`src/hdl/core_cfg_pkg.sv`:
```
package core_cfg_pkg;

	localparam int XLEN       = 32;
	localparam int NUM_REGS   = 32;
	localparam int REG_IDX_W  = 5;
	localparam int PC_W       = 8;  // instruction index, not a byte address
	localparam int IMM_W      = 16;

	// iterative multiply, cycles spent in M1
	localparam int MUL_CYCLES = 4;
	localparam int MUL_CHUNK  = XLEN / MUL_CYCLES; // multiplier bits per cycle
	localparam int MUL_CNT_W  = $clog2(MUL_CYCLES);

	typedef logic [XLEN-1:0]      word_t;
	typedef logic [REG_IDX_W-1:0] reg_idx_t;
	typedef logic [PC_W-1:0]      pc_t;
	typedef logic [IMM_W-1:0]     imm_t; // signed, sign extended at use

endpackage
```
`src/hdl/reg_file.sv`:
```
`timescale 1ns/10ps

module reg_file (
	input  logic                              clk,
	input  logic                              rst_n_i,
	input  logic [1:0]                        w_en_i,
	input  core_cfg_pkg::reg_idx_t [1:0]      w_addr_i,
	input  core_cfg_pkg::word_t [1:0]         w_data_i,
	input  core_cfg_pkg::reg_idx_t [3:0]      r_addr_i,
	output core_cfg_pkg::word_t [3:0]         r_data_o
);

	core_cfg_pkg::word_t regs [core_cfg_pkg::NUM_REGS];

	always_ff @(posedge clk or negedge rst_n_i) begin
		if (!rst_n_i) begin
			for (int i = 0; i < core_cfg_pkg::NUM_REGS; i++)
				regs[i] <= '0;
		end else begin
			for (int w = 0; w < 2; w++)
				if (w_en_i[w] && w_addr_i[w] != '0)
					regs[w_addr_i[w]] <= w_data_i[w];
		end
	end

	// write-through so an issuing instruction sees the wb value
	always_comb begin
		for (int r = 0; r < 4; r++) begin
			r_data_o[r] = regs[r_addr_i[r]];
			for (int w = 0; w < 2; w++)
				if (w_en_i[w] && w_addr_i[w] == r_addr_i[r])
					r_data_o[r] = w_data_i[w];
			if (r_addr_i[r] == '0)
				r_data_o[r] = '0; // r0
		end
	end

endmodule

```
`config.mk`:
```
export PLATFORM = sky130hd
export DESIGN_NAME = reg_file
export DESIGN_NICKNAME = d
export VERILOG_FILES = /design/src/hdl/core_cfg_pkg.sv /design/src/hdl/reg_file.sv
export SDC_FILE = /design/constraint.sdc
export NUM_CORES = 2
export LEC_CHECK = 0
export ABC_CLOCK_PERIOD_IN_PS = 5000
export BUFFER_PORTS_ARGS = -buffer_cell sky130_fd_sc_hd__clkbuf_2
export CORE_MARGIN = 3
export CORE_UTILIZATION = 55
export CTS_BUF_LIST = sky130_fd_sc_hd__clkbuf_4
export DETAILED_ROUTE_END_ITERATION = 10
export MAX_ROUTING_LAYER = met4
export PLACE_DENSITY_LB_ADDON = 0.12
export SYNTH_ARGS = -nofsm -noshare
export SYNTH_HDL_FRONTEND = slang
export SYNTH_SLANG_ARGS = --single-unit
```
`constraint.sdc`:
```
create_clock -name clk -period 5 [get_ports clk]
set_clock_uncertainty 0.15 [all_clocks]
set_input_delay 1.25 -clock clk [delete_from_list [all_inputs] [get_ports clk]]
set_output_delay 1.25 -clock clk [all_outputs]
set_load 0.05 [all_outputs]
```
* Yosys cells after proc, flatten, opt, wreduce, memory -nomap -nowiden
Index checks and enable logic that the tools add are counted.
** Word-level totals
- Register bits after elaboration :: 1024
- Input port bits :: 98
- Word-level logic and storage cells :: 104
- Output and inout port bits :: 128
** Operators by class
- Magnitude comparators :: 8
- Bitwise logic cells :: 6
- Equal/unequal tests :: 8
- Reduce and logical (&&, ||, !) cells :: 18
- Muxes and demuxes :: 32
** Operators with widths (number)
- 1024-bit bitwise mux :: 2
- 1024-bit 2-to-1 mux :: 2
- 32-bit 2-to-1 mux :: 22
- 32-bit binary-select mux with 5-bit select :: 4
- 32-bit demux with 5-bit select :: 2
- 5-bit == test :: 8
- 6-bit >= comparator (second input constant) :: 6
- 5-bit NOT with 6-bit output :: 6
- 5-bit zero test :: 4
- 1-bit logical AND :: 12
- 6-bit by 1-bit less-than comparator with 1-bit output (second input constant) :: 2
- 5-bit nonzero test :: 2

* Logic depth before layout (Yosys ltp)
- Word-level depth :: 9
- Mapped depth :: 10
- Gate-level depth less buffers :: 5

* Least setup slack after synthesis
Ideal clock, no wire load.
- Path type :: input -> output
- From :: input r_addr_i[14] (netlist name)
- To :: output r_data_o[71] (netlist name)
- Buffers on the path :: 3
- Stages :: 8
- Arrival :: 3752 ps
- Required time :: 3600 ps
- Slack :: -152 ps
- Cells stage by stage :: buf_2 or3b_2 clkbuf_1 clkbuf_1 o22ai_1 a211o_1 nor2_1 o31ai_1
** RTL lines
- start: declaration :: RTL line reg_file.sv:9 : input core_cfg_pkg::reg_idx_t [3:0] r_addr_i,
- end: declaration :: RTL line reg_file.sv:10 : output core_cfg_pkg::word_t [3:0] r_data_o

==> run metrics <==
multi-input logic area 52400 um2; # placed instances 9612; Synth Area in Simple Gates 6.58%; synth top area cells dfrtp_1, mux4_2, mux2i_1; die height 392 um; Synth Area in XOR/XNOR 0.429%; clock buffer depth 4; mux contribution to synthesized area 38.1%; Post-Synth Adder-Cell Area 0%; Layout area overhead 17.3%; violated checks setup timing; worst-case vdd ir drop 0.296 mV; main combinational cell family by area after synthesis multiplexers; first-pass GRT wire length 602 mm; largest register by flop count regs; Worst-Skew Late Latency 1360 ps; pwr dens 371 nW/um2; placed standard-cell area 90700 um2; via count 82600; GRT Residual Overflow 0; Final period util 102%; FMAX 195 MHz; CP Data Arrival Time 3720 ps; Crit path required time 3600 ps; Crit Path Max Fanout 8; Max-slew headroom 20.9%; vias in the first global route 77200; post-synthesis sequential area ratio 31.3%; clock sinks 1024; num ports 226; Max Cap Viol 0; antenna-violating nets left 0; yosys warns 0; Compound-Gate Fraction of Synth Area 17.4%; prevailing post-synth register cell dfrtp_1; DPL Wire Length 275 mm; Crit. End Element output port; Hold Violations, Final 0; Mean Syn Cell Area 10.5 um2; kind of critical path in -> out; final worst setup slack -125 ps; Post-synth EDFFs 0; Syn Nets 7883; fillers 11700; cell taking the most area after synthesis dfrtp_1; CTS HTree Levels 5; CTS Buf Count 313; Initial Util 55.8%; CTS root buffer clkbuf_4; Worst-Margin Slew 1190 ps; Mapped Cells 7785; Async SR Flop Fraction 100%; CTS tree done; Layout Cells excl Fill 10200; Design Area, Final 95900 um2; DRT Pass-1 Iters 9; Reg clk slew, reported paths 50 ps; post-synthesis cell area 81700 um2; Setup-failing EPs final 34; #FFs+latches synth 1024; final max-slew violation count 0; cell row count 140; Port Buf Inserts 225; post-synth top area share 31.3%; biggest regs regs x1024; startpoint types input pin; pin count of the biggest net entering global routing 139; worst slack at placement -668 ps; layout cells sized above 1 30.8%; Die Wd 392 um; Leak Pwr 40.0 nW; most frequent cell after synthesis mux2i_1; Finished Core Util 65.4%; max reg flops 1024; Total Power 35.6 mW; unrepaired setup endpoints after global routing true; final wirelength 440 mm; first-iteration detailed-routing DRC count 15800; Final Wtd Congestion 1.07; Tmin final 5120 ps; status complete, but fails checks; DR WL/cell 43.0 um; core box area 147000 um2; Sequential Area 25600 um2; Synth top cells by count mux2i_1, dfrtp_1, nor2_1, a21oi_1, mux4_2; Yosys cell types 63; post-DR vias/cell 8.07; Hold Crit Class in -> reg; initial antenna violation count 31; die area 153000 um2; Layout Nets 8164; Total GRT Usage 57.7%; DR DRC count 0
[critical path, stage by stage]
cell	delay [ps]
clkbuf_8	200
buf_6	190
nor2b_4	230
buf_4	370
a22oi_1	150
and3_1	290
o32ai_4	690
buf_6	200
buf_12	130
[through the flow]
stage	setup TNS (ps)	hold slack (ps)
6_report	-1030	217
5_1_grt	-356	146
4_1_cts	-11.6	151
3_5_place_dp	-10030	272
3_3_place_gp	-9860	264
2_1_floorplan	-1450	324
[routing by layer]
metal  track usage [%]  up-vias  part of all wire (%)
met3              31.9     2622                    19
met2              72.2     8960                    39
met4              42.6        0                   9.2
met5                 -        -                     0
met1              68.4    40100                    33
li1                  -    30900                     -
[cells by family (layout without fill, tap and decap cells)]
logic type / count (synthesis) / count (layout)
compound gates: 2190 / 2190
simple gates: 1320 / 1320
flops: 1024 / 1024
other cells: 0 / 55
xor+xnor: 40 / 40
buf+inv: 1096 / 1573
mux: 2115 / 2115
[cell type report]
class	count	share of cell area, %
Tap cell	1917	2.50
Clock inverter	63	0.295
Multi-Input combinational cell	5665	54.6
Timing Repair Buffer	1043	12.1
Inverter	19	0.0744
Sequential cell	1024	26.7
Antenna cell	55	0.143
Clock buffer	448	3.51
[path summary, 6_finish.rpt]
check                             start      endpoint  slack [ps]  cells past startpoint
setup / recovery            r_addr_i[7]  r_data_o[36]        -120                      9
hold / removal             w_data_i[43]      regs[75]         220                      3
setup reg to reg              regs[202]     regs[202]        3900                      3
hold reg to reg              regs[1020]    regs[1020]         290                      0
max in group asynchronous       rst_n_i     regs[139]        2860                      4
min in group asynchronous       rst_n_i     regs[729]         440                      2
[where the power goes]
group          internal [mW]  total [mW]  switching (mW)
clock network           4.13        8.32            4.19
logic                   6.99        13.5            6.54
registers               10.5        13.8            3.32
[layout by cell type (no fill, tap or decap), drive strengths merged, types with 202 or more instances in the layout]
cell type	n
nor2	832
clkbuf	565
o21ai	302
a32oi	202
mux2i	1284
buf	924
a21oi	803
dfrtp	1024
nand2	359
mux4	794
[repair_timing]
item	in CTS	in global routing
buffers inserted	6	41
endpoints found under the setup margin	63	60
gates resized for setup	77	91
hold endpoints to repair	58	0
hold buffers	1	0
pin swaps	4	11
cloned	1	8
No activity file was read; power rests on OpenSTA's default activity.
