`config.mk`:
```
export PLATFORM = sky130hd
export DESIGN_NAME = backend_ctrl
export DESIGN_NICKNAME = d
export VERILOG_FILES = /design/src/hdl/core_cfg_pkg.sv /design/src/hdl/pipe_types_pkg.sv /design/src/hdl/backend_ctrl.sv
export SDC_FILE = /design/constraint.sdc
export NUM_CORES = 1
export LEC_CHECK = 0
export ABC_AREA = 1
export BUFFER_PORTS_ARGS = -buffer_cell sky130_fd_sc_hd__buf_4
export CAP_MARGIN = 40
export CORE_AREA = 2 2 171 173
export CTS_CLUSTER_DIAMETER = 50
export DETAILED_ROUTE_END_ITERATION = 8
export DIE_AREA = 0 0 173 175
export PLACE_DENSITY = 0.51
export SYNTH_ARGS = -nofsm -noshare
export SYNTH_HDL_FRONTEND = slang
export SYNTH_SLANG_ARGS = --single-unit
```
`constraint.sdc`:
```
create_clock -name clk -period 6.15 [get_ports clk]
set_input_delay 1.845 -clock clk [delete_from_list [all_inputs] [get_ports clk]]
set_output_delay 1.845 -clock clk [all_outputs]
set_load 0.05 [all_outputs]
```
`src/hdl/core_cfg_pkg.sv`:
```
package core_cfg_pkg;

	localparam int XLEN       = 32;
	localparam int NUM_REGS   = 32;
	localparam int REG_IDX_W  = 5;
	localparam int PC_W       = 8;  // instruction index, not a byte address
	localparam int IMM_W      = 16;

	// iterative multiply, cycles spent in M1
	localparam int MUL_CYCLES = 4;
	localparam int MUL_CHUNK  = XLEN / MUL_CYCLES; // multiplier bits per cycle
	localparam int MUL_CNT_W  = $clog2(MUL_CYCLES);

	typedef logic [XLEN-1:0]      word_t;
	typedef logic [REG_IDX_W-1:0] reg_idx_t;
	typedef logic [PC_W-1:0]      pc_t;
	typedef logic [IMM_W-1:0]     imm_t; // signed, sign extended at use

endpackage
```
`src/hdl/pipe_types_pkg.sv`:
```
package pipe_types_pkg;

	typedef enum logic [3:0] {
		OP_NOP,
		OP_ADD,
		OP_SUB,
		OP_AND,
		OP_OR,
		OP_XOR,
		OP_SLT, // signed
		OP_MUL, // main pipe only
		OP_BEQ, // main pipe only
		OP_BNE  // main pipe only
	} op_e;

	typedef struct packed {
		op_e                   op;
		core_cfg_pkg::pc_t     pc;
		core_cfg_pkg::reg_idx_t rs1;
		core_cfg_pkg::reg_idx_t rs2;
		core_cfg_pkg::reg_idx_t rd;
		core_cfg_pkg::imm_t    imm;   // branch offset or alu operand
		logic                  use_imm;
	} inst_t;

	// one operand source; stage is where the producer sits while the consumer is in EX
	typedef struct packed {
		logic       hit;
		logic       pipe;
		logic [1:0] stage; // 1 m1, 2 m2, 3 wb
	} fwd_src_t;

	typedef struct packed {
		fwd_src_t a;
		fwd_src_t b;
	} fwd_sel_t;

	typedef struct packed {
		logic                valid;
		inst_t               inst;
		core_cfg_pkg::word_t a;
		core_cfg_pkg::word_t b;
		core_cfg_pkg::word_t result; // branch keeps its taken flag in bit 0
		logic                result_ready;
		logic                rvt;    // pair was swapped at issue
	} stage_t;

	typedef struct packed {
		logic                   valid;
		core_cfg_pkg::pc_t      pc;
		core_cfg_pkg::reg_idx_t rd;
		core_cfg_pkg::word_t    data;
	} commit_t;

	typedef logic [2:0] stage_vec_t; // bit 0 ex, 1 m1, 2 m2

	// index 0 ex, 1 m1, 2 m2, 3 wb
	typedef struct packed {
		logic [3:0]                        valid;
		core_cfg_pkg::reg_idx_t [3:0]      rd;
		logic [3:0]                        ready;
		core_cfg_pkg::word_t [3:0]         data;
	} fwd_bus_t;

	function automatic logic is_branch(input op_e op);
		return (op == OP_BEQ) || (op == OP_BNE);
	endfunction

	function automatic logic needs_main(input op_e op);
		return (op == OP_MUL) || is_branch(op);
	endfunction

	function automatic logic writes_rd(input op_e op);
		return (op != OP_NOP) && !is_branch(op);
	endfunction

endpackage

```
`src/hdl/backend_ctrl.sv`:
```
`timescale 1ns/10ps

module backend_ctrl (
	input  logic                                clk,
	input  logic                                rst_n_i,
	input  pipe_types_pkg::inst_t [1:0]         inst_i,
	input  logic [1:0]                          inst_valid_i,
	input  pipe_types_pkg::fwd_bus_t [1:0]      fwd_i,
	input  pipe_types_pkg::stage_vec_t [1:0]    stall_req_i,
	input  logic                                br_clr_i,
	input  logic                                rvt_m1_i,
	output logic [1:0]                          issue_num_o,
	output logic [1:0]                          issue_o,   // per slot
	output logic                                revert_o,
	output pipe_types_pkg::fwd_sel_t [1:0]      fwd_sel_o, // per pipe
	output pipe_types_pkg::stage_vec_t [1:0]    stall_vec_o,
	output pipe_types_pkg::stage_vec_t [1:0]    clr_vec_o
);

	logic                         revert_q; // swap bit of the pair now in EX
	logic [2:0]                   young;    // younger pipe per stage
	pipe_types_pkg::stage_vec_t   stall_all;
	pipe_types_pkg::fwd_sel_t [1:0] slot_sel;
	logic [1:0]                   rdy_a, rdy_b, haz, main;
	logic                         raw01, waw01;

	// scan oldest to youngest so the last hit wins
	function automatic void find_src(input core_cfg_pkg::reg_idx_t rs, input logic [2:0] yng,
		input pipe_types_pkg::fwd_bus_t [1:0] bus,
		output pipe_types_pkg::fwd_src_t src, output logic rdy);
		logic p;
		src = '0;
		rdy = 1'b1;
		for (int s = 2; s >= 0; s--) begin
			for (int k = 0; k < 2; k++) begin
				p = (k == 1) ? yng[s] : ~yng[s];
				if (rs != '0 && bus[p].valid[s] && bus[p].rd[s] == rs) begin
					src.hit   = 1'b1;
					src.pipe  = p;
					src.stage = 2'(s + 1); // it moves one stage before the consumer reads it
					rdy       = bus[p].ready[s];
				end
			end
		end
	endfunction

	// m2 pair order does not matter, issue rules forbid a same-rd pair
	assign young = {1'b1, ~rvt_m1_i, ~revert_q};

	// a request at level l stalls l and everything before it, in both pipes
	always_comb begin
		for (int l = 0; l < 3; l++) begin
			stall_all[l] = 1'b0;
			for (int r = l; r < 3; r++)
				stall_all[l] |= stall_req_i[0][r] | stall_req_i[1][r];
		end
	end

	always_comb begin
		for (int s = 0; s < 2; s++) begin
			find_src(inst_i[s].rs1, young, fwd_i, slot_sel[s].a, rdy_a[s]);
			find_src(inst_i[s].rs2, young, fwd_i, slot_sel[s].b, rdy_b[s]);
			// only a multiply can be not ready
			haz[s]  = (slot_sel[s].a.hit & ~rdy_a[s]) |
				(~inst_i[s].use_imm & slot_sel[s].b.hit & ~rdy_b[s]);
			main[s] = pipe_types_pkg::needs_main(inst_i[s].op);
		end
	end

	always_comb begin
		raw01 = pipe_types_pkg::writes_rd(inst_i[0].op) && inst_i[0].rd != '0 &&
			(inst_i[1].rs1 == inst_i[0].rd ||
			(!inst_i[1].use_imm && inst_i[1].rs2 == inst_i[0].rd));
		waw01 = pipe_types_pkg::writes_rd(inst_i[0].op) &&
			pipe_types_pkg::writes_rd(inst_i[1].op) &&
			inst_i[0].rd != '0 && inst_i[0].rd == inst_i[1].rd;
	end

	assign issue_o[0] = inst_valid_i[0] & ~stall_all[0] & ~br_clr_i & ~haz[0];
	assign issue_o[1] = issue_o[0] & inst_valid_i[1] & ~raw01 & ~waw01 &
		~(main[0] & main[1]) & ~haz[1];
	assign revert_o    = issue_o[1] & main[1] & ~main[0];
	assign issue_num_o = {1'b0, issue_o[0]} + {1'b0, issue_o[1]};

	assign fwd_sel_o[0] = slot_sel[revert_o];
	assign fwd_sel_o[1] = slot_sel[~revert_o];

	assign stall_vec_o[0] = stall_all;
	assign stall_vec_o[1] = stall_all;

	// branch in main m1 kills EX, and m1 of pipe 1 when that one is younger
	assign clr_vec_o[0] = {2'b00, br_clr_i};
	assign clr_vec_o[1] = {1'b0, br_clr_i & ~rvt_m1_i, br_clr_i};

	always_ff @(posedge clk or negedge rst_n_i) begin
		if (!rst_n_i)
			revert_q <= 1'b0;
		else if (!stall_all[0])
			revert_q <= revert_o;
	end

endmodule

```
; Yosys cells after proc, flatten, opt, wreduce, memory -nomap -nowiden
; Index checks and enable logic that the tools add are counted.
[classes]
add_sub_neg = 1
mul = 0
div_mod_pow = 0
n_lt_le_gt_ge = 6
n_eq_ne = 33
shifts = 0
muxes = 60
bitwise = 43
n_reduce_logical = 71
[ops]
columns = cell, count
row1 = $mux 154, 4
row2 = $mux 153, 4
row3 = $eq 5x5->1, 27
row4 = $mux 4, 24
row5 = $logic_and 1x1->1, 56
row6 = $mux 8, 4
row7 = $reduce_bool 5->1, 5
row8 = $mux 1, 24
row9 = $and 1x1->1, 18
row10 = $not 1->1, 17
row11 = $eq 4x4->1 const B, 4
row12 = $lt 1x2->1 const B, 6
row13 = $eq 4x3->1 const B, 2
row14 = $or 1x1->1, 8
row15 = $reduce_bool 4->1, 2
row16 = $logic_or 1x1->1, 5
row17 = $logic_not 1->1, 3
row18 = $add 1x1->2, 1
[totals]
register_bits = 1
latch_bits = 0
ram_bits = 0
rom_bits = 0
input_bits = 412
output_inout_bits = 33
mem_count = 0

; Depth between registers and ports, before layout
[logic_depth]
ltp_word = 24
mapped_depth = 21

; Worst setup path after synthesis
; Ideal clock, no wire load.
[synth_path]
kind = input -> output
from = input stall_req_i[5] in the netlist's numbering
to = output fwd_sel_o[0] in the netlist's numbering
arrival_ns = 4.326
t_required_ns = 4.305
setup_slack_ns = -0.021
cell_stages = 13
n_path_buf = 1
cell_sequence = nor2_1 -> inv_1 -> nor3_1 -> inv_1 -> nor3_1 -> nand3_1 -> a21oi_1 -> nand2_1 -> nor2_4 -> nand3_4 -> buf_6 -> nand2_1 -> nand2_1
[synth_rtl]
columns = element, line_no
row1 = "start, declared", backend_ctrl.sv:9  ; input pipe_types_pkg::stage_vec_t [1:0] stall_req_i,
row2 = "end, declared", backend_ctrl.sv:15  ; output pipe_types_pkg::fwd_sel_t [1:0] fwd_sel_o,

; Final worst setup path
[layout_path]
from = input rvt_m1_i
to = output issue_num_o[0]
[layout_between]
elab_chain_cells = 19
[layout_rtl]
columns = element, line_no
row1 = "start, declared", backend_ctrl.sv:11  ; input logic rvt_m1_i,
row2 = $mux 154 (not written as such) (2 in a row), backend_ctrl.sv:41  ; rdy = bus[p].ready[s];
row3 = $eq 5x5->1 or $logic_and 1x1->1 (tied branches), backend_ctrl.sv:37  ; if (rs != '0 && bus[p].valid[s] && bus[p].rd[s] == rs) begin
row4 = $logic_and 1x1->1, backend_ctrl.sv:37
row5 = $mux 4 or $mux 1 (tied branches) (4 in a row), backend_ctrl.sv:37
row6 = "$and 1x1->1, or another cell as far along", backend_ctrl.sv:65  ; (~inst_i[s].use_imm & slot_sel[s].b.hit & ~rdy_b[s]);
row7 = "$and 1x1->1, on equally long branches", "backend_ctrl.sv:65, backend_ctrl.sv:64"
row8 = $or 1x1->1, backend_ctrl.sv:64  ; haz[s] = (slot_sel[s].a.hit & ~rdy_a[s]) |
row9 = $not 1->1, backend_ctrl.sv:79  ; assign issue_o[0] = inst_valid_i[0] & ~stall_all[0] & ~br_clr_i & ~haz[0];
row10 = $and 1x1->1, backend_ctrl.sv:79
row11 = $and 1x1->1 (4 in a row), backend_ctrl.sv:80  ; assign issue_o[1] = issue_o[0] & inst_valid_i[1] & ~raw01 & ~waw01 &
row12 = $and 1x1->1, backend_ctrl.sv:81  ; ~(main[0] & main[1]) & ~haz[1];
row13 = $add 1x1->2 (*), backend_ctrl.sv:83  ; assign issue_num_o = {1'b0, issue_o[0]} + {1'b0, issue_o[1]};
row14 = "end, declared", backend_ctrl.sv:12  ; output logic [1:0] issue_num_o,
; Mark *: on every way between the ends. The rest lies on a longest branch, timed or not. The select of a mux whose other input is x is not followed.

==> metrics.yaml <==
die_w_um: 173
number_of_flip_flops_under_the_largest_register_name: 1
io-pin-count: 445
timing.max_cap.violations: 0
drt_pre_antenna_iters: 6
nets: 1368
worst_path_max_delay_cell: "sky130_fd_sc_hd__ha_1"
design.die.area_um2: 30300
synth-async-reset-ratio_pct: 100
ys_dominant_reg_cell: "sky130_fd_sc_hd__dfrtp_1"
timing.setup.critical_path_class: "input pin to output pin"
worst_path_dominant_cell_family: "simple AND/OR/NAND/NOR gates"
synth_area_leaders: "sky130_fd_sc_hd__nand2_1, sky130_fd_sc_hd__xor2_1, sky130_fd_sc_hd__nor2_1, sky130_fd_sc_hd__nand3_1, sky130_fd_sc_hd__inv_1"
grt_max_degree: 30
max_slew.worst_pin.slew_ns: 0.731
vias_per_cell: 4.10
route.antenna.remaining_nets: 0
totalWireLength_mm: 19.4
crit_path_cell_trace: "buf_4, buf_12, nand2_1, nand2_2, buf_4, nand2_1, nand2_2, nor2_1, nand3_1, nor2_4, nor2_2, nor2_1, nand2_1, a21oi_2, nor2_4, buf_4, ha_1, buf_6"
number_of_design_rule_violations_left_by_the_first_detailed_router_iteration: 484
min-delay-path-class: "flip-flop to flip-flop"
timing.critical_path.buf_inv: 5
timing.setup.tns_ns: 0
syn_avg_cell_area_um2: 4.70
grt_pass1_vias: 4993
clkPwrFrac_pct: 0
synth.most_common_cell: "sky130_fd_sc_hd__nand2_1"
status: "completed"
sequentialPowerShare_pct: 3.4
largest_registers: "revert_q x1"
yosys_register_bits: 1
initial_antenna_violation_count: 0
post-route-cell-area_um2: 5470
r2r_slack_ns: 2.92
detail_route.wl_per_cell_um: 14.5
clk_pin_slew_worst_paths_ns: 0
synth-seq-area-share_pct: 0.642
post_dp_cell_area_um2: 5370
global_route.overflow_total: 0
timing.final.setup_violations: 0
critical_path.max_stage_delay_ns: 0.29
final_layout_size_suffix_gt1_share_pct: 21.9
total_switching_power_mw: 0.350
number_of_enable_flip_flop_cells_after_synthesis: 0
netlist.top_cell.by_area: "sky130_fd_sc_hd__nand2_1"
gpl.final_weighted_congestion: 0.933
synthToLayoutAreaGrowth_pct: 40.3
netSwitchingFraction_pct: 64.9
synth_instances: 829
achievable-frequency_mhz: 168
grt_util_all_layers_pct: 12.2
antenna_cells_inserted: 0
final.setup.worst_slack_ns: 0.192
combinationalPowerShare_pct: 96.6
first_pass_grt_wire_length_mm: 29.2
timing.slew.headroom_pct: 51.3
register_area_um2: 25.0
synth.lib_cells_used.distinct: 39
worst_ep_required_time_ns: 4.30
post_synth_instance_area_um2: 3900
vdd.ir_drop.worst_uv: 30.7
synth_top_area_share_pct: 35.9
fin_skew_ns: 0
fillCellCount: 3407
drt_drc_violations_left: 0
cell_internal_pwr_mw: 0.189
ys_warn_count: 0
utilization_pct: 19.3
timing.final.crit_period_ns: 5.96
route.vias.total: 5482
period_share_pct: 96.9
clk_latency_ns: 0
worst_setup_path_start_kind: "input pin"
die-height_um: 175
p_per_area_nw_per_um2: 98.5
synth_commonest_cells: "sky130_fd_sc_hd__nand2_1, sky130_fd_sc_hd__nor2_1, sky130_fd_sc_hd__inv_1"
preCtsSetupSlack_ns: 0.0981
maxSlewViolCount: 0
fin_total_pwr_mw: 0.539
dp_hpwl_mm: 16.4
placementRows: 62
initial_utilization_pct: 13.7
worst-endpoint-arrival_ns: 4.11
power.leakage_nw: 3.13
timing.critical_path.to_type: "output pin"
core_box_area_um2: 28400
register_containing_the_most_flip_flops_in_the_final_layout: "revert_q"
multi_input_comb_area_um2: 3390
hold_viol: 0
crit_fanout: 29
grt_setup_unrepaired: "false"
port-buffer-count: 123
-- worst paths after layout --
| kind | startpoint | endpoint | cells after the start |
|---|---|---|---|
| max | rvt_m1_i | issue_num_o[0] | 18 |
| min | revert_q$_DFFE_PN0N_ | revert_q$_DFFE_PN0N_ | 4 |
| max reg2reg | revert_q$_DFFE_PN0N_ | revert_q$_DFFE_PN0N_ | 15 |
| min reg2reg | revert_q$_DFFE_PN0N_ | revert_q$_DFFE_PN0N_ | 4 |
| max in group asynchronous | rst_n_i | revert_q$_DFFE_PN0N_ | 1 |
| min in group asynchronous | rst_n_i | revert_q$_DFFE_PN0N_ | 1 |
-- cell usage in the layout, fill, tap and decap left out, types with 3 or more instances in the layout --
cell                       instances
sky130_fd_sc_hd__a21oi_1          20
sky130_fd_sc_hd__buf_12            4
sky130_fd_sc_hd__buf_4           155
sky130_fd_sc_hd__conb_1            3
sky130_fd_sc_hd__inv_1            81
sky130_fd_sc_hd__nand2_1         365
sky130_fd_sc_hd__nand2_2          16
sky130_fd_sc_hd__nand3_1          61
sky130_fd_sc_hd__nand3_2           8
sky130_fd_sc_hd__nand4_1          15
sky130_fd_sc_hd__nor2_1           94
sky130_fd_sc_hd__nor2_2            6
sky130_fd_sc_hd__nor2_4            6
sky130_fd_sc_hd__nor3_1            8
sky130_fd_sc_hd__o211ai_1          5
sky130_fd_sc_hd__o21ai_0          21
sky130_fd_sc_hd__o21ai_2           3
sky130_fd_sc_hd__xnor2_1           7
sky130_fd_sc_hd__xor2_1           49
-- cell families after synthesis --
kind of cell / count (synthesis) / share of synthesized area, %
flip-flops: 1 / 0.642
buffers and inverters: 123 / 14.5
AO/OA/AOI/OAI: 59 / 8.60
XOR/XNOR: 56 / 12.6
other: 1 / 0.0962
multiplexers: 1 / 0.257
adder cells (fa/ha/maj): 1 / 0.321
AND/OR/NAND/NOR: 587 / 63.0
-- per-layer routing --
metal | vias to the layer above | part of all wire [%] | global-route usage [%] | wire [um]
li1 | 2803 | - | - | -
met1 | 2445 | 48 | 17.9 | 9350
met2 | 221 | 43 | 19.3 | 8310
met3 | 13 | 8.1 | 1.81 | 1570
met4 | 0 | 1.0 | 1.17 | 195
met5 | - | 0 | 0 | 0
-- through the flow --
stage,cells,hold slack [ns]
6_report,1337,1.28
5_1_grt,1337,1.40
3_5_place_dp,1333,1.27
3_3_place_gp,1333,1.27
2_1_floorplan,831,0.759
4_1_cts,1333,1.27
-- power groups by stage --
stage                     sequential [mW]  clock [mW]  combinational, mW
after floorplan                   0.00935           0              0.343
after global placement             0.0183           0              0.504
after detailed placement           0.0184           0              0.507
after CTS                          0.0183           0              0.508
after global routing               0.0195           0              0.572
final                              0.0184           0              0.520
-- layout make-up --
class / instances / area share, %
Sequential cell: 1 / 0.458
Multi-Input combinational cell: 708 / 62.0
Timing Repair Buffer: 160 / 22.9
Tap cell: 384 / 8.79
Inverter: 84 / 5.81
-- tightest hold or removal path, cell delays in order, from the launching register on --
cell and delay, ns:
sky130_fd_sc_hd__dfrtp_1 0.63, sky130_fd_sc_hd__inv_2 0.41, sky130_fd_sc_hd__nand2_1 0.09, sky130_fd_sc_hd__inv_1 0.06, sky130_fd_sc_hd__a21oi_2 0.03
-- what timing repair did --
| item | in CTS | in global routing |
|---|---|---|
| hold endpoints to repair | 0 | 0 |
| hold buffers | 0 | 0 |
| buffers inserted | 0 | 3 |
| resized for setup | 0 | 23 |
| setup endpoints to repair | 0 | 19 |
No activity file was read; power rests on OpenSTA's default activity.
