[config.mk]
export PLATFORM = sky130hd
export DESIGN_NAME = exec_pipe
export DESIGN_NICKNAME = d
export VERILOG_FILES = /design/src/hdl/core_cfg_pkg.sv /design/src/hdl/pipe_types_pkg.sv /design/src/hdl/exec_pipe.sv /design/src/hdl/mul_unit.sv
export SDC_FILE = /design/constraint.sdc
export NUM_CORES = 1
export LEC_CHECK = 0
export BUFFER_PORTS_ARGS = -buffer_cell sky130_fd_sc_hd__buf_4
export CAP_MARGIN = 10
export CORE_AREA = 5 5 262 264
export DETAILED_ROUTE_END_ITERATION = 8
export DIE_AREA = 0 0 267 269
export GPL_ROUTABILITY_DRIVEN = 0
export GPL_TIMING_DRIVEN = 0
export PLACE_DENSITY = 0.6
export SETUP_SLACK_MARGIN = 0.05
export SYNTH_ARGS = -nofsm -noshare
export SYNTH_HDL_FRONTEND = slang
export SYNTH_HIERARCHICAL = 1
export SYNTH_SLANG_ARGS = --single-unit
[constraint.sdc]
create_clock -name clk -period 13.5 [get_ports clk]
set_clock_uncertainty 0.15 [all_clocks]
set_input_delay 4.05 -clock clk [delete_from_list [all_inputs] [get_ports clk]]
set_output_delay 4.05 -clock clk [all_outputs]
set_load 0.005 [all_outputs]
[src/hdl/core_cfg_pkg.sv]
package core_cfg_pkg;

	localparam int XLEN       = 32;
	localparam int NUM_REGS   = 32;
	localparam int REG_IDX_W  = 5;
	localparam int PC_W       = 8;  // instruction index, not a byte address
	localparam int IMM_W      = 16;

	// iterative multiply, cycles spent in M1
	localparam int MUL_CYCLES = 4;
	localparam int MUL_CHUNK  = XLEN / MUL_CYCLES; // multiplier bits per cycle
	localparam int MUL_CNT_W  = $clog2(MUL_CYCLES);

	typedef logic [XLEN-1:0]      word_t;
	typedef logic [REG_IDX_W-1:0] reg_idx_t;
	typedef logic [PC_W-1:0]      pc_t;
	typedef logic [IMM_W-1:0]     imm_t; // signed, sign extended at use

endpackage
[src/hdl/pipe_types_pkg.sv]
package pipe_types_pkg;

	typedef enum logic [3:0] {
		OP_NOP,
		OP_ADD,
		OP_SUB,
		OP_AND,
		OP_OR,
		OP_XOR,
		OP_SLT, // signed
		OP_MUL, // main pipe only
		OP_BEQ, // main pipe only
		OP_BNE  // main pipe only
	} op_e;

	typedef struct packed {
		op_e                   op;
		core_cfg_pkg::pc_t     pc;
		core_cfg_pkg::reg_idx_t rs1;
		core_cfg_pkg::reg_idx_t rs2;
		core_cfg_pkg::reg_idx_t rd;
		core_cfg_pkg::imm_t    imm;   // branch offset or alu operand
		logic                  use_imm;
	} inst_t;

	// one operand source; stage is where the producer sits while the consumer is in EX
	typedef struct packed {
		logic       hit;
		logic       pipe;
		logic [1:0] stage; // 1 m1, 2 m2, 3 wb
	} fwd_src_t;

	typedef struct packed {
		fwd_src_t a;
		fwd_src_t b;
	} fwd_sel_t;

	typedef struct packed {
		logic                valid;
		inst_t               inst;
		core_cfg_pkg::word_t a;
		core_cfg_pkg::word_t b;
		core_cfg_pkg::word_t result; // branch keeps its taken flag in bit 0
		logic                result_ready;
		logic                rvt;    // pair was swapped at issue
	} stage_t;

	typedef struct packed {
		logic                   valid;
		core_cfg_pkg::pc_t      pc;
		core_cfg_pkg::reg_idx_t rd;
		core_cfg_pkg::word_t    data;
	} commit_t;

	typedef logic [2:0] stage_vec_t; // bit 0 ex, 1 m1, 2 m2

	// index 0 ex, 1 m1, 2 m2, 3 wb
	typedef struct packed {
		logic [3:0]                        valid;
		core_cfg_pkg::reg_idx_t [3:0]      rd;
		logic [3:0]                        ready;
		core_cfg_pkg::word_t [3:0]         data;
	} fwd_bus_t;

	function automatic logic is_branch(input op_e op);
		return (op == OP_BEQ) || (op == OP_BNE);
	endfunction

	function automatic logic needs_main(input op_e op);
		return (op == OP_MUL) || is_branch(op);
	endfunction

	function automatic logic writes_rd(input op_e op);
		return (op != OP_NOP) && !is_branch(op);
	endfunction

endpackage

[src/hdl/exec_pipe.sv]
`timescale 1ns/10ps

module exec_pipe #(
	parameter bit MAIN_PIPE = 1'b0 // carries multiplier and branch unit
) (
	input  logic                           clk,
	input  logic                           rst_n_i,
	input  logic                           issue_i,
	input  pipe_types_pkg::stage_t         entry_i,
	input  pipe_types_pkg::fwd_sel_t       fwd_sel_i,
	input  pipe_types_pkg::fwd_bus_t [1:0] fwd_all_i,
	input  pipe_types_pkg::stage_vec_t     stall_vec_i,
	input  pipe_types_pkg::stage_vec_t     clr_vec_i,
	output pipe_types_pkg::fwd_bus_t       fwd_o,
	output pipe_types_pkg::stage_vec_t     stall_req_o,
	output logic                           br_clr_o,
	output core_cfg_pkg::pc_t              br_target_o,
	output logic                           rvt_m1_o,
	output pipe_types_pkg::commit_t        commit_o
);

	pipe_types_pkg::stage_t   st_ex, st_m1, st_m2, st_wb;
	pipe_types_pkg::stage_t   ex_out, m1_out;
	pipe_types_pkg::stage_t [3:0] view;
	pipe_types_pkg::fwd_sel_t ex_sel;
	core_cfg_pkg::word_t      imm_ext, mul_product;
	logic                     taken, mul_start, mul_busy, mul_done, m1_is_mul;

	function automatic core_cfg_pkg::word_t pick(input pipe_types_pkg::fwd_src_t src,
		input core_cfg_pkg::word_t own, input pipe_types_pkg::fwd_bus_t [1:0] bus);
		return src.hit ? bus[src.pipe].data[src.stage] : own;
	endfunction

	assign imm_ext = {{(core_cfg_pkg::XLEN - core_cfg_pkg::IMM_W){st_ex.inst.imm[core_cfg_pkg::IMM_W-1]}},
		st_ex.inst.imm};

	// EX: resolve operands, then alu
	always_comb begin
		ex_out   = st_ex;
		ex_out.a = pick(ex_sel.a, st_ex.a, fwd_all_i);
		ex_out.b = st_ex.inst.use_imm ? imm_ext : pick(ex_sel.b, st_ex.b, fwd_all_i);
		taken    = 1'b0;
		unique case (st_ex.inst.op)
			pipe_types_pkg::OP_ADD: ex_out.result = ex_out.a + ex_out.b;
			pipe_types_pkg::OP_SUB: ex_out.result = ex_out.a - ex_out.b;
			pipe_types_pkg::OP_AND: ex_out.result = ex_out.a & ex_out.b;
			pipe_types_pkg::OP_OR:  ex_out.result = ex_out.a | ex_out.b;
			pipe_types_pkg::OP_XOR: ex_out.result = ex_out.a ^ ex_out.b;
			pipe_types_pkg::OP_SLT: ex_out.result = core_cfg_pkg::word_t'($signed(ex_out.a) < $signed(ex_out.b));
			pipe_types_pkg::OP_BEQ: taken = MAIN_PIPE && (ex_out.a == ex_out.b);
			pipe_types_pkg::OP_BNE: taken = MAIN_PIPE && (ex_out.a != ex_out.b);
			default:                ex_out.result = '0; // nop, mul finishes in m1
		endcase
		if (pipe_types_pkg::is_branch(st_ex.inst.op))
			ex_out.result = core_cfg_pkg::word_t'(taken);
		ex_out.result_ready = (st_ex.inst.op != pipe_types_pkg::OP_MUL);
	end

	// M1: multiply sequencing
	assign m1_is_mul = st_m1.valid && st_m1.inst.op == pipe_types_pkg::OP_MUL && !st_m1.result_ready;
	assign mul_start = MAIN_PIPE && m1_is_mul && !mul_busy;

	generate
		if (MAIN_PIPE) begin : g_mul
			mul_unit mul_unit_i (
				.clk       (clk),
				.rst_n_i   (rst_n_i),
				.start_i   (mul_start),
				.a_i       (st_m1.a),
				.b_i       (st_m1.b),
				.busy_o    (mul_busy),
				.done_o    (mul_done),
				.product_o (mul_product)
			);
		end else begin : g_no_mul
			assign mul_busy    = 1'b0;
			assign mul_done    = 1'b0;
			assign mul_product = '0;
		end
	endgenerate

	always_comb begin
		m1_out = st_m1;
		if (m1_is_mul && mul_done) begin
			m1_out.result       = mul_product;
			m1_out.result_ready = 1'b1;
		end
	end

	assign stall_req_o = {1'b0, MAIN_PIPE && m1_is_mul && !m1_out.result_ready, 1'b0};
	assign br_clr_o    = MAIN_PIPE && st_m1.valid && pipe_types_pkg::is_branch(st_m1.inst.op) &&
		st_m1.result[0];
	assign br_target_o = st_m1.inst.pc + core_cfg_pkg::pc_t'(st_m1.inst.imm);
	assign rvt_m1_o    = st_m1.rvt;

	always_ff @(posedge clk or negedge rst_n_i) begin
		if (!rst_n_i) begin
			st_ex  <= '0;
			ex_sel <= '0;
		end else if (stall_vec_i[0]) begin
			// keep the resolved operands, producers move on while we wait
			st_ex       <= ex_out;
			st_ex.valid <= st_ex.valid & ~clr_vec_i[0];
			ex_sel      <= '0;
		end else begin
			st_ex       <= entry_i;
			st_ex.valid <= issue_i;
			ex_sel      <= fwd_sel_i;
		end
	end

	always_ff @(posedge clk or negedge rst_n_i) begin
		if (!rst_n_i) begin
			st_m1 <= '0;
		end else if (stall_vec_i[1]) begin
			st_m1       <= m1_out;
			st_m1.valid <= st_m1.valid & ~clr_vec_i[1];
		end else if (stall_vec_i[0] || clr_vec_i[0]) begin
			st_m1.valid <= 1'b0; // bubble
		end else begin
			st_m1 <= ex_out;
		end
	end

	always_ff @(posedge clk or negedge rst_n_i) begin
		if (!rst_n_i) begin
			st_m2 <= '0;
			st_wb <= '0;
		end else begin
			if (stall_vec_i[2])
				st_m2.valid <= st_m2.valid & ~clr_vec_i[2];
			else if (stall_vec_i[1] || clr_vec_i[1])
				st_m2.valid <= 1'b0;
			else
				st_m2 <= m1_out;
			if (stall_vec_i[2] || clr_vec_i[2])
				st_wb.valid <= 1'b0;
			else
				st_wb <= st_m2;
		end
	end

	// forwarding sources, index is the stage
	assign view = {st_wb, st_m2, m1_out, ex_out};

	always_comb begin
		for (int s = 0; s < 4; s++) begin
			fwd_o.valid[s] = view[s].valid && pipe_types_pkg::writes_rd(view[s].inst.op);
			fwd_o.rd[s]    = view[s].inst.rd;
			fwd_o.ready[s] = view[s].result_ready;
			fwd_o.data[s]  = view[s].result;
		end
	end

	// branches and nops commit without a destination
	always_comb begin
		commit_o.valid = st_wb.valid;
		commit_o.pc    = st_wb.inst.pc;
		commit_o.rd    = pipe_types_pkg::writes_rd(st_wb.inst.op) ? st_wb.inst.rd : '0;
		commit_o.data  = pipe_types_pkg::writes_rd(st_wb.inst.op) ? st_wb.result : '0;
	end

endmodule

[src/hdl/mul_unit.sv]
`timescale 1ns/10ps

module mul_unit (
	input  logic                clk,
	input  logic                rst_n_i,
	input  logic                start_i,
	input  core_cfg_pkg::word_t a_i,
	input  core_cfg_pkg::word_t b_i,
	output logic                busy_o,
	output logic                done_o,
	output core_cfg_pkg::word_t product_o
);

	typedef enum logic {MUL_IDLE, MUL_RUN} mul_state_e;

	mul_state_e                      state_q;
	logic [core_cfg_pkg::MUL_CNT_W-1:0] cnt_q;
	core_cfg_pkg::word_t             a_q, b_q, acc_q;
	core_cfg_pkg::word_t             op_a, op_b, partial, sum;

	// first chunk is taken straight from the inputs in the start cycle
	assign op_a = (state_q == MUL_IDLE) ? a_i : a_q;
	assign op_b = (state_q == MUL_IDLE) ? b_i : b_q;

	always_comb begin
		partial = '0;
		for (int i = 0; i < core_cfg_pkg::MUL_CHUNK; i++)
			if (op_b[i])
				partial += op_a << i;
		sum = ((state_q == MUL_IDLE) ? '0 : acc_q) + partial;
	end

	assign busy_o    = (state_q == MUL_RUN);
	assign done_o    = busy_o && cnt_q == core_cfg_pkg::MUL_CNT_W'(core_cfg_pkg::MUL_CYCLES - 1);
	assign product_o = sum;

	always_ff @(posedge clk or negedge rst_n_i) begin
		if (!rst_n_i) begin
			state_q <= MUL_IDLE;
			cnt_q   <= '0;
		end else if (state_q == MUL_IDLE) begin
			if (start_i) begin
				state_q <= MUL_RUN;
				cnt_q   <= 1;
			end
		end else if (done_o) begin
			state_q <= MUL_IDLE;
		end else begin
			cnt_q <= cnt_q + 1'b1;
		end
	end

	always_ff @(posedge clk) begin
		if (start_i || (busy_o && !done_o)) begin
			a_q   <= op_a << core_cfg_pkg::MUL_CHUNK;
			b_q   <= op_b >> core_cfg_pkg::MUL_CHUNK;
			acc_q <= sum;
		end
	end

endmodule

; ---- After elaboration in Yosys (flattened, before gate mapping)
; Index checks and enable logic that the tools add are counted.
[totals]
ff_bits = 395
in_bits = 472
[op_classes]
addsub = 3
n_lt_le_gt_ge = 5
n_eq_ne = 15
mux = 23
n_bitwise = 13
n_reduce_logical = 26
[op_table]
columns = cell, n
row1 = 2-to-1 mux 128 bit, 4
row2 = 2-to-1 mux 143 bit, 2
row3 = 2-to-1 mux 32 bit, 7
row4 = one-hot mux 32 bit (7 select lines), 1
row5 = 2-to-1 mux 142 bit, 1
row6 = binary-select mux 32 bit (select 2 bit), 2
row7 = adder 32 bit, 1
row8 = bitwise AND 32 bit, 1
row9 = == test 4 bit (second input constant), 8
row10 = less-than comparator 32 bit, 1
row11 = OR 32 bit, 1
row12 = subtractor 32 bit, 1
row13 = bitwise XOR 32 bit, 1
row14 = nonzero test 4 bit, 4
row15 = == test 4 x 3 -> 1 bit (second input constant), 3
row16 = adder 8 bit, 1
row17 = == test 4 x 2 -> 1 bit (second input constant), 2
row18 = logical AND 1 bit, 8
row19 = 2-to-1 mux 8 bit, 1
row20 = logical OR 1 bit, 7
row21 = inverter 1 bit, 7
row22 = less-than comparator 2 x 3 -> 1 bit (second input constant), 2
row23 = 2-to-1 mux 5 bit, 1
row24 = == test 4 x 1 -> 1 bit (second input constant), 1
row25 = other kinds (7), 17

; ---- Depth between registers and ports, before layout
; Gate-level depths: netlist of run 1.
[logic_depth]
depth_word = 11
mapped_depth = 22

; ---- Worst setup path before layout of run 1
; No wires, ideal clock.
[synth_timing]
path_type = in2out
from = input fwd_all_i[254] in the netlist's numbering
to = output fwd_o[22] in the netlist's numbering
t_arrival_ns = 7.771
t_required_ns = 9.300
path_slack_ns = 1.529
path_stages = 17
path_cell_list = mux2_1 > mux4_2 > mux2i_4 > inv_1 > ha_1 > clkbuf_1 > o21ba_2 > nor2_1 > nor2_1 > a2111oi_2 > o2111ai_1 > o211ai_1 > nor2_1 > or3_1 > a41o_1 > nor2_1 > buf_4
[synth_lines]
columns = element, line_no
row1 = from (decl), exec_pipe.sv:11  ; input pipe_types_pkg::fwd_bus_t [1:0] fwd_all_i,
row2 = to (decl), exec_pipe.sv:14  ; output pipe_types_pkg::fwd_bus_t fwd_o,

==> summary.txt, run 1 <==
Run status
  • Run status: finished, violations left
  • Failing checks: DRC

Logic synthesis
  • Synthesized area: ~23000 um2
  • Ys Warns: 6
  • Sequential area share after synthesis: approximately 32%
  • Top FF cell, synth: dfrtp_1
  • Syn Area/Cell: between 9 and 10 um2
  • Post-synth cell types: 85
  • EDFF count, synth: 0
  • FF+latch count, synth: 300
  • Async S/R FF share, synth: 100%
  • Synth Instances: ~2.4k

Power
  • Pint: approximately 2.6 mW
  • Clock group share of total power: a little over a quarter
  • Sw Pwr: roughly 1.5 mW
  • Leakage: 14.2 nW
  • Seq pwr share: between 20 and 30%
  • PwrDens: 136 nW/um2
  • Comb power frac: between 40 and 50%
  • Switching part of the total: 37.1%
  • Peak VDD IR: 0.0000781 V

STA
  • Pins Over Slew Limit: 0
  • Fmax achieved: between 70 and 80 MHz
  • Worst relative slew slack: 25.8%
  • Final Worst Setup Slack: between 0.1 and 0.15 ns
  • Fin. Hold Viols: 0
  • Crit share post-route: between 90% and 100%
  • Unrepaired setup endpoints after global routing: yes
  • Final count of negative-setup-slack endpoints: 0
  • Min Tclk post-route: 13.36 ns
  • Slew @ Worst Pin: around 1.1 ns

Clock tree
  • CTS tree: yes
  • CTS clk-pin slew, worst paths: approximately 0.06 ns
  • Clock Tree Root: clkbuf_16
  • Clk_lat worst skew: 0.60 ns
  • Clock Sink Count: 300
  • Clock Path Buffers: 3
  • CTS buffer count: 37
  • Hold buffers post-CTS: 0
  • H-tree Lvls: 2

Layout
  • Post-route cell area: 30600 um2
  • Fillers: roughly 6.4k
  • Fin cells: ~4.0k
  • Layout area overhead: 30.7%
  • Fin util: a little under half
  • Most common cell after layout, fill and taps aside: buf_4
  • Final #Nets: between 3k and 4k
  • Share of cells above drive strength 1: 38.3%
  • Commonest non-fill, non-tap cells in the layout: buf_4, dfrtp_1, nor2_1, mux2_2, a21oi_1

Detailed routing
  • Total length of routed wires: between 100 and 150 mm
  • Met3 wire len: roughly 8.7 mm
  • DRC violations left: 7
  • Via density: approximately 5.6
  • Top routing layer in use: met5
  • Met2 WL: 50.6 mm
  • Via count: ~22k
  • Final ANT Viol Nets: 0
  • DR iter-0 viols: around 2.2k
  • WL met1: 38.8 mm
  • DR WL/cell: 25.8 um
  • Pre-antenna DRT Iters: 9

Critical path
  • Crit-path most repeated cell: buf_4
  • Crit start category: primary input
  • Crit-path slowest cell: nor4_1
  • Worst Path Arrival: approximately 9.2 ns
  • Crit-path leading delay family: compound AO/OA/AOI/OAI gates
  • WP buf/inv: 4
  • Worst Setup End Kind: primary output
  • Worst Setup Path Type: in2out
  • Ordered cell list for the critical path: buf_4 > mux4_2 > mux2i_1 > a211oi_1 > a21oi_1 > inv_1 > ha_1 > fa_1 > nor2b_1 > nor3_1 > a211o_2 > nor4_1 > o21ai_1 > nor2_1 > o31ai_1 > a2111oi_4 > nor2_1 > buf_4 > buf_4
  • CP peak stage delay: around 0.5 ns
  • Crit Path Max Fanout: 5
  • Required @ worst endpoint: 9.30 ns

Floorplan
  • Die footprint: 71800 um2
  • Num rows: 95
  • Die Ht: 269 um
  • Initial core utilization: between 30% and 40%
  • Placeable Area: between 60000 and 70000 um2
  • Die Span X: ~270 um
  • I/O pins: 687

Placement
  • Post-DP HPWL: ~84 mm
  • Pre-CTS setup slack: -0.0206 ns
  • Number of port buffers: between 600 and 700
  • Cell count after placement: about 3.9k
  • Area after DPL: 29200 um2

Global route
  • GRT Total Usage: between 20 and 30%
  • Largest net degree at the start of global routing: about 120
  • First-pass GRT wire length: 148 mm
  • Overflow after GRT: 0
  • Vias in the first global route: around 23k
  • Initial antenna violation count: 12

Worst hold path
  • Worst hold-check path type: reg2reg

Flow run
  • Max cap viols: 0
[flip-flops by register name, summed over array words and instances (netlist names)]
register	flops
fwd_o	119
st_ex	94
ex_out	31
m1_out	21
st_m2	13
commit_o	9
ex_sel	8
st_wb	4
rvt_m1_o	1
[worst register-to-register path, stage by stage (launching register included)]
cell	delay (ns)
dfrtp_1	0.36
buf_2	0.29
buf_1	0.69
buf_1	0.74
mux4_2	0.59
mux2i_1	0.24
a211oi_1	0.12
a21oi_1	0.40
ha_1	0.22
clkbuf_1	0.36
inv_1	0.25
nor2_1	0.24
o2111ai_1	0.29
or2_2	0.39
o21ai_1	0.35
a311oi_1	0.25
or4_1	0.51
a31oi_1	0.49
mux2_2	0.27
[power groups by stage]
stage / clock [mW] / combinational [mW] / sequential [mW]
floorplan: 0 / 1.08 / 1.15
global placement: 0 / 1.77 / 1.20
detailed placement: 0 / 1.80 / 1.20
CTS: 1.14 / 1.81 / 1.19
global route: 1.18 / 1.98 / 1.21
finish: 1.12 / 1.84 / 1.19
[routing by layer]
metal / vias to the layer above / global-route usage, %
met5: - / 0
met4: 14 / 8.82
met3: 279 / 5.30
met2: 1299 / 48.2
met1: 10800 / 33.2
li1: 9828 / -
[cells in the mapped netlist (all sizes together) (4+ instances only)]
cell type | count | area [um2]
o31ai | 17 | 133
nand2 | 161 | 604
nor3 | 22 | 115
a21o | 26 | 195
nand3 | 22 | 110
nor4 | 10 | 62.6
or3 | 17 | 106
and2 | 10 | 62.6
o21a | 6 | 45.0
mux2 | 206 | 2320
a22oi | 21 | 158
dfrtp | 300 | 7510
xor2 | 6 | 52.6
o221ai | 6 | 52.6
a211oi | 42 | 315
o22ai | 12 | 75.1
or2 | 4 | 25.0
buf | 193 | 1370
a2111oi | 6 | 83.8
clkinv | 4 | 15.0
nand4 | 10 | 62.6
nor2 | 220 | 826
clkbuf | 131 | 492
o21bai | 20 | 150
a31o | 4 | 35.0
inv | 114 | 428
o211ai | 14 | 110
mux2i | 74 | 753
nand2b | 13 | 81.3
o2bb2ai | 12 | 105
xnor2 | 20 | 175
mux4 | 116 | 2610
ha | 108 | 1350
o31a | 7 | 61.3
and3 | 8 | 50.1
a41oi | 5 | 43.8
nor2b | 65 | 407
o2111ai | 6 | 58.8
o21ai | 84 | 420
a21oi | 183 | 916
a221oi | 25 | 225
a31oi | 14 | 103
a221o | 5 | 50.1
a22o | 6 | 52.6
[final timing paths]
kind	from	to	slack (ns)	cells past startpoint
worst min register to register	ex_out[137]	m1_out[137]	0.30	2
worst min-delay path	ex_out[137]	m1_out[137]	0.30	2
worst max register to register	ex_sel[2]	fwd_o[57]	6.23	18
worst max-delay path	fwd_all_i[64]	fwd_o[30]	0.14	19
max in group asynchronous	rst_n_i	fwd_o[49]	8.29	3
min in group asynchronous	rst_n_i	ex_sel[4]	3.31	1
[area by class of cell]
cell class,instances,area [um2],area share [%]
Multi-Input combinational cell,1659,13700,44.6
Sequential cell,300,7510,24.6
Timing Repair Buffer,616,4670,15.3
Buffer,324,1860,6.07
Tap cell,873,1090,3.57
Clock buffer,48,1020,3.33
Inverter,118,443,1.45
Clock inverter,17,325,1.06
Antenna cell,5,12.5,0.0409
[repair_timing]
item                                    CTS  global route
gates cloned                              0             0
gates resized for setup                   1             5
endpoints found under the setup margin    1             5
setup buffers                             0             2
hold endpoints to repair                  0             0
pin swaps                                 0             1
[stage by stage]
step                      power (mW)  setup TNS (ns)  hold slack (ns)
after detailed placement        3.01         -0.0206            0.299
after floorplan                 2.23               0            0.283
after CTS                       4.15               0            0.313
after global placement          2.97               0            0.293
final                           4.15               0            0.303
after global routing            4.36               0            0.330
[logic make-up after synthesis]
kind of cell / count (synthesis) / synth area share, %
xor+xnor: 26 / 0.973
flops: 300 / 32.1
fa+ha+maj: 111 / 6.03
simple gates: 572 / 11.1
buf+inv: 442 / 9.83
mux: 396 / 24.3
other cells: 1 / 0.0160
compound gates: 550 / 15.7
Power figures use the tool's default switching activity.
==> inputs of run 2 (changes only) <==
--- a/config.mk
+++ b/config.mk
@@ -11,7 +11,6 @@
 export DETAILED_ROUTE_END_ITERATION = 8
 export DIE_AREA = 0 0 267 269
 export GPL_ROUTABILITY_DRIVEN = 0
-export GPL_TIMING_DRIVEN = 0
 export PLACE_DENSITY = 0.6
 export SETUP_SLACK_MARGIN = 0.05
 export SYNTH_ARGS = -nofsm -noshare
==> run 2 against run 1 <==
Effect of this change:
- the flow now finishes without violations
- maximum frequency increased by 1.8%
- die area did not move
- wire length shrank 12%
- clock power fell by 6%
- final cell count decreased by 6.7%
- highest routed layer unchanged
- global-route usage decreased by 3.4 points
- register-to-register slack better by 0.80 ns
==> summary.txt, run 2 (synthesis gave the netlist of run 1 again) <==
Run status
  • Run status: complete, no violations (was finished, violations left)

Global route
  • First-pass GRT wire length: 132 mm (was 148 mm)
  • M2 GR Usage: 39.2% (was 48.2%)
  • Met3 track demand over resource: 4.20% (was 5.30%)
  • Initial antenna violation count: 6 (was 12)
  • Largest net degree at the start of global routing: 107 (was 118)
  • GRT Total Usage: 23.7% (was 27.1%)
  • Vias in the first global route: 20.9k (was 23.0k)
  • Overflow after GRT: 0 (unchanged)
  • Most Used Layer, Global Route: met2 (unchanged)
  • Met1 Track Usage GR: 32.3% (was 33.2%)

Layout
  • Layout area overhead: 24.3% (was 30.7%)
  • Final #Nets: 3373 (was 3639)
  • Commonest non-fill, non-tap cells in the layout: buf_4, dfrtp_1, nor2_1, mux2_2, a21oi_1 (unchanged)
  • Post-route cell area: 29100 um2 (was 30600 um2)
  • Most common cell after layout, fill and taps aside: buf_4 (unchanged)
  • Share of cells above drive strength 1: 38.5% (was 38.3%)
  • Max reg flops: 119 (unchanged)

Power
  • Peak VDD IR: 0.0000727 V (was 0.0000781 V)
  • PwrDens: 133 nW/um2 (was 136 nW/um2)
  • Leakage: 13.3 nW (was 14.2 nW)

Worst hold path
  • Worst hold-check path type: reg2reg (unchanged)

Placement
  • Post-DP HPWL: 70.0 mm (was 84.2 mm)
  • Area after DPL: 27800 um2 (was 29200 um2)
  • Number of port buffers: 612 (unchanged)

Detailed routing
  • Via count: 20.8k (was 22.2k)
  • DRC violations left: 0 (was 7)
  • Total length of routed wires: 89.9 mm (was 102 mm)
  • DR iter-0 viols: 1600 (was 2200)
  • Final ANT Viol Nets: 0 (unchanged)
  • DR WL/cell: 24.3 um (was 25.8 um)
  • Via density: 5.63 (was 5.62)
  • Pre-antenna DRT Iters: 7 (was 9)

Clock tree
  • Clk_lat worst skew: 0.57 ns (was 0.60 ns)
  • Clock Tree Root: clkbuf_16 (unchanged)
  • H-tree Lvls: 2 (unchanged)
  • Clock Sink Count: 300 (unchanged)
  • CTS clk-pin slew, worst paths: 0.06 ns (about the same)
  • Clock Path Buffers: 3 (unchanged)
  • Post-CTS resize count: 0 (was 1)
  • CTS tree: yes (unchanged)
  • Setup Buffers After CTS: 0 (unchanged)
  • CTS buffer count: 38 (was 37)
  • Hold buffers post-CTS: 0 (unchanged)

Critical path
  • Worst Setup SP: fwd_all_i[252] (was fwd_all_i[64])
  • Worst Setup Path Type: in2out (unchanged)
  • R2r setup slk: 7.03 ns (was 6.23 ns)
  • Worst r2r src: ex_sel[6] (was ex_sel[2])
  • Crit Path Max Fanout: 5 (unchanged)
  • Critical Path End: fwd_o[10] (was fwd_o[30])
  • Crit start category: primary input (unchanged)
  • Worst r2r path cells: 17 (was 18)
  • Required @ worst endpoint: 9.30 ns (about the same)
  • Worst Path Arrival: 8.93 ns (was 9.16 ns)
  • Worst Setup End Kind: primary output (unchanged)
  • RR Endpoint: fwd_o[60] (was fwd_o[57])

Floorplan
  • Die Span X: 267 um (unchanged)
  • I/O pins: 687 (unchanged)
  • Die Ht: 269 um (unchanged)
  • Num rows: 95 (unchanged)
  • Initial core utilization: 35.3% (unchanged)
  • Die footprint: 71800 um2 (unchanged)
  • Placeable Area: 66300 um2 (unchanged)

STA
  • Min Tclk post-route: 13.13 ns (was 13.36 ns)
  • Pins Over Slew Limit: 0 (unchanged)
  • Final count of negative-setup-slack endpoints: 0 (unchanged)
  • Fmax achieved: 76.2 MHz (was 74.8 MHz)
  • Unrepaired setup endpoints after global routing: no (was yes)
  • Fin. Hold Viols: 0 (unchanged)
  • Hold_ws: 0.321 ns (was 0.303 ns)
  • TNS Setup: 0 ns (unchanged)
  • Slew @ Worst Pin: 1.10 ns (was 1.11 ns)
  • Worst relative slew slack: 26.1% (was 25.8%)
  • Crit share post-route: 97.2% (was 99.0%)

Flow run
  • Max cap viols: 0 (unchanged)
-- run 2: critical path, stage by stage --
cell and delay, ns:
buf_4 0.11, mux4_2 0.45, mux2i_1 0.36, a211oi_1 0.14, a21oi_1 0.22, inv_1 0.10
ha_1 0.24, fa_1 0.47, nor2b_1 0.14, nor3_1 0.06, a211o_2 0.38, o41ai_1 0.78
a21oi_1 0.21, o32ai_1 0.93, buf_4 0.25
-- run 2: per-stage QoR --
stage          setup slack [ns]  total power, mW  instances  utilization (%)
2_1_floorplan              1.53             2.23       2401                -
3_3_place_gp              0.576             2.79       3623             41.9
3_5_place_dp              0.560             2.82       3623             41.9
4_1_cts                   0.537             3.90       3693             43.8
5_1_grt                   0.226             4.10       3695             43.8
6_report                  0.373             3.87       3695             43.8
-- run 2: per-layer routing --
layer	part of all wire [%]	up-vias	routed length [um]
met5	0.051	-	46
met4	3.3	6	2950
met3	7.9	182	7120
met2	47	1107	42400
met1	42	10200	37400
li1	-	9301	-
-- run 2: cell type report --
cell class | count | area [um2]
inverters | 118 | 443
well taps | 873 | 1090
repair buffers | 673 | 5060
flip-flops and latches | 300 | 7520
diodes | 2 | 5.00
clock buffers | 50 | 1080
clock inverters | 20 | 225
fillers | 6437 | 37300
multi-input cells | 1659 | 13600
-- run 2: worst min path at each step --
| stage | startpoint | to | depth (start not counted) |
|---|---|---|---|
| 2_1_floorplan | ex_out[130] | m1_out[130] | 2 |
| 3_3_place_gp | ex_out[0] | rvt_m1_o | 2 |
| 3_5_place_dp | ex_out[133] | m1_out[133] | 2 |
| 4_1_cts | ex_out[133] | m1_out[133] | 2 |
| 5_1_grt | ex_out[130] | m1_out[130] | 2 |
| 6_report | ex_out[133] | m1_out[133] | 2 |
-- run 2: report_power, final --
group	switching, mW	internal (mW)
logic	0.878	0.753
clock network	0.436	0.609
registers	0.130	1.07
total	1.44	2.43
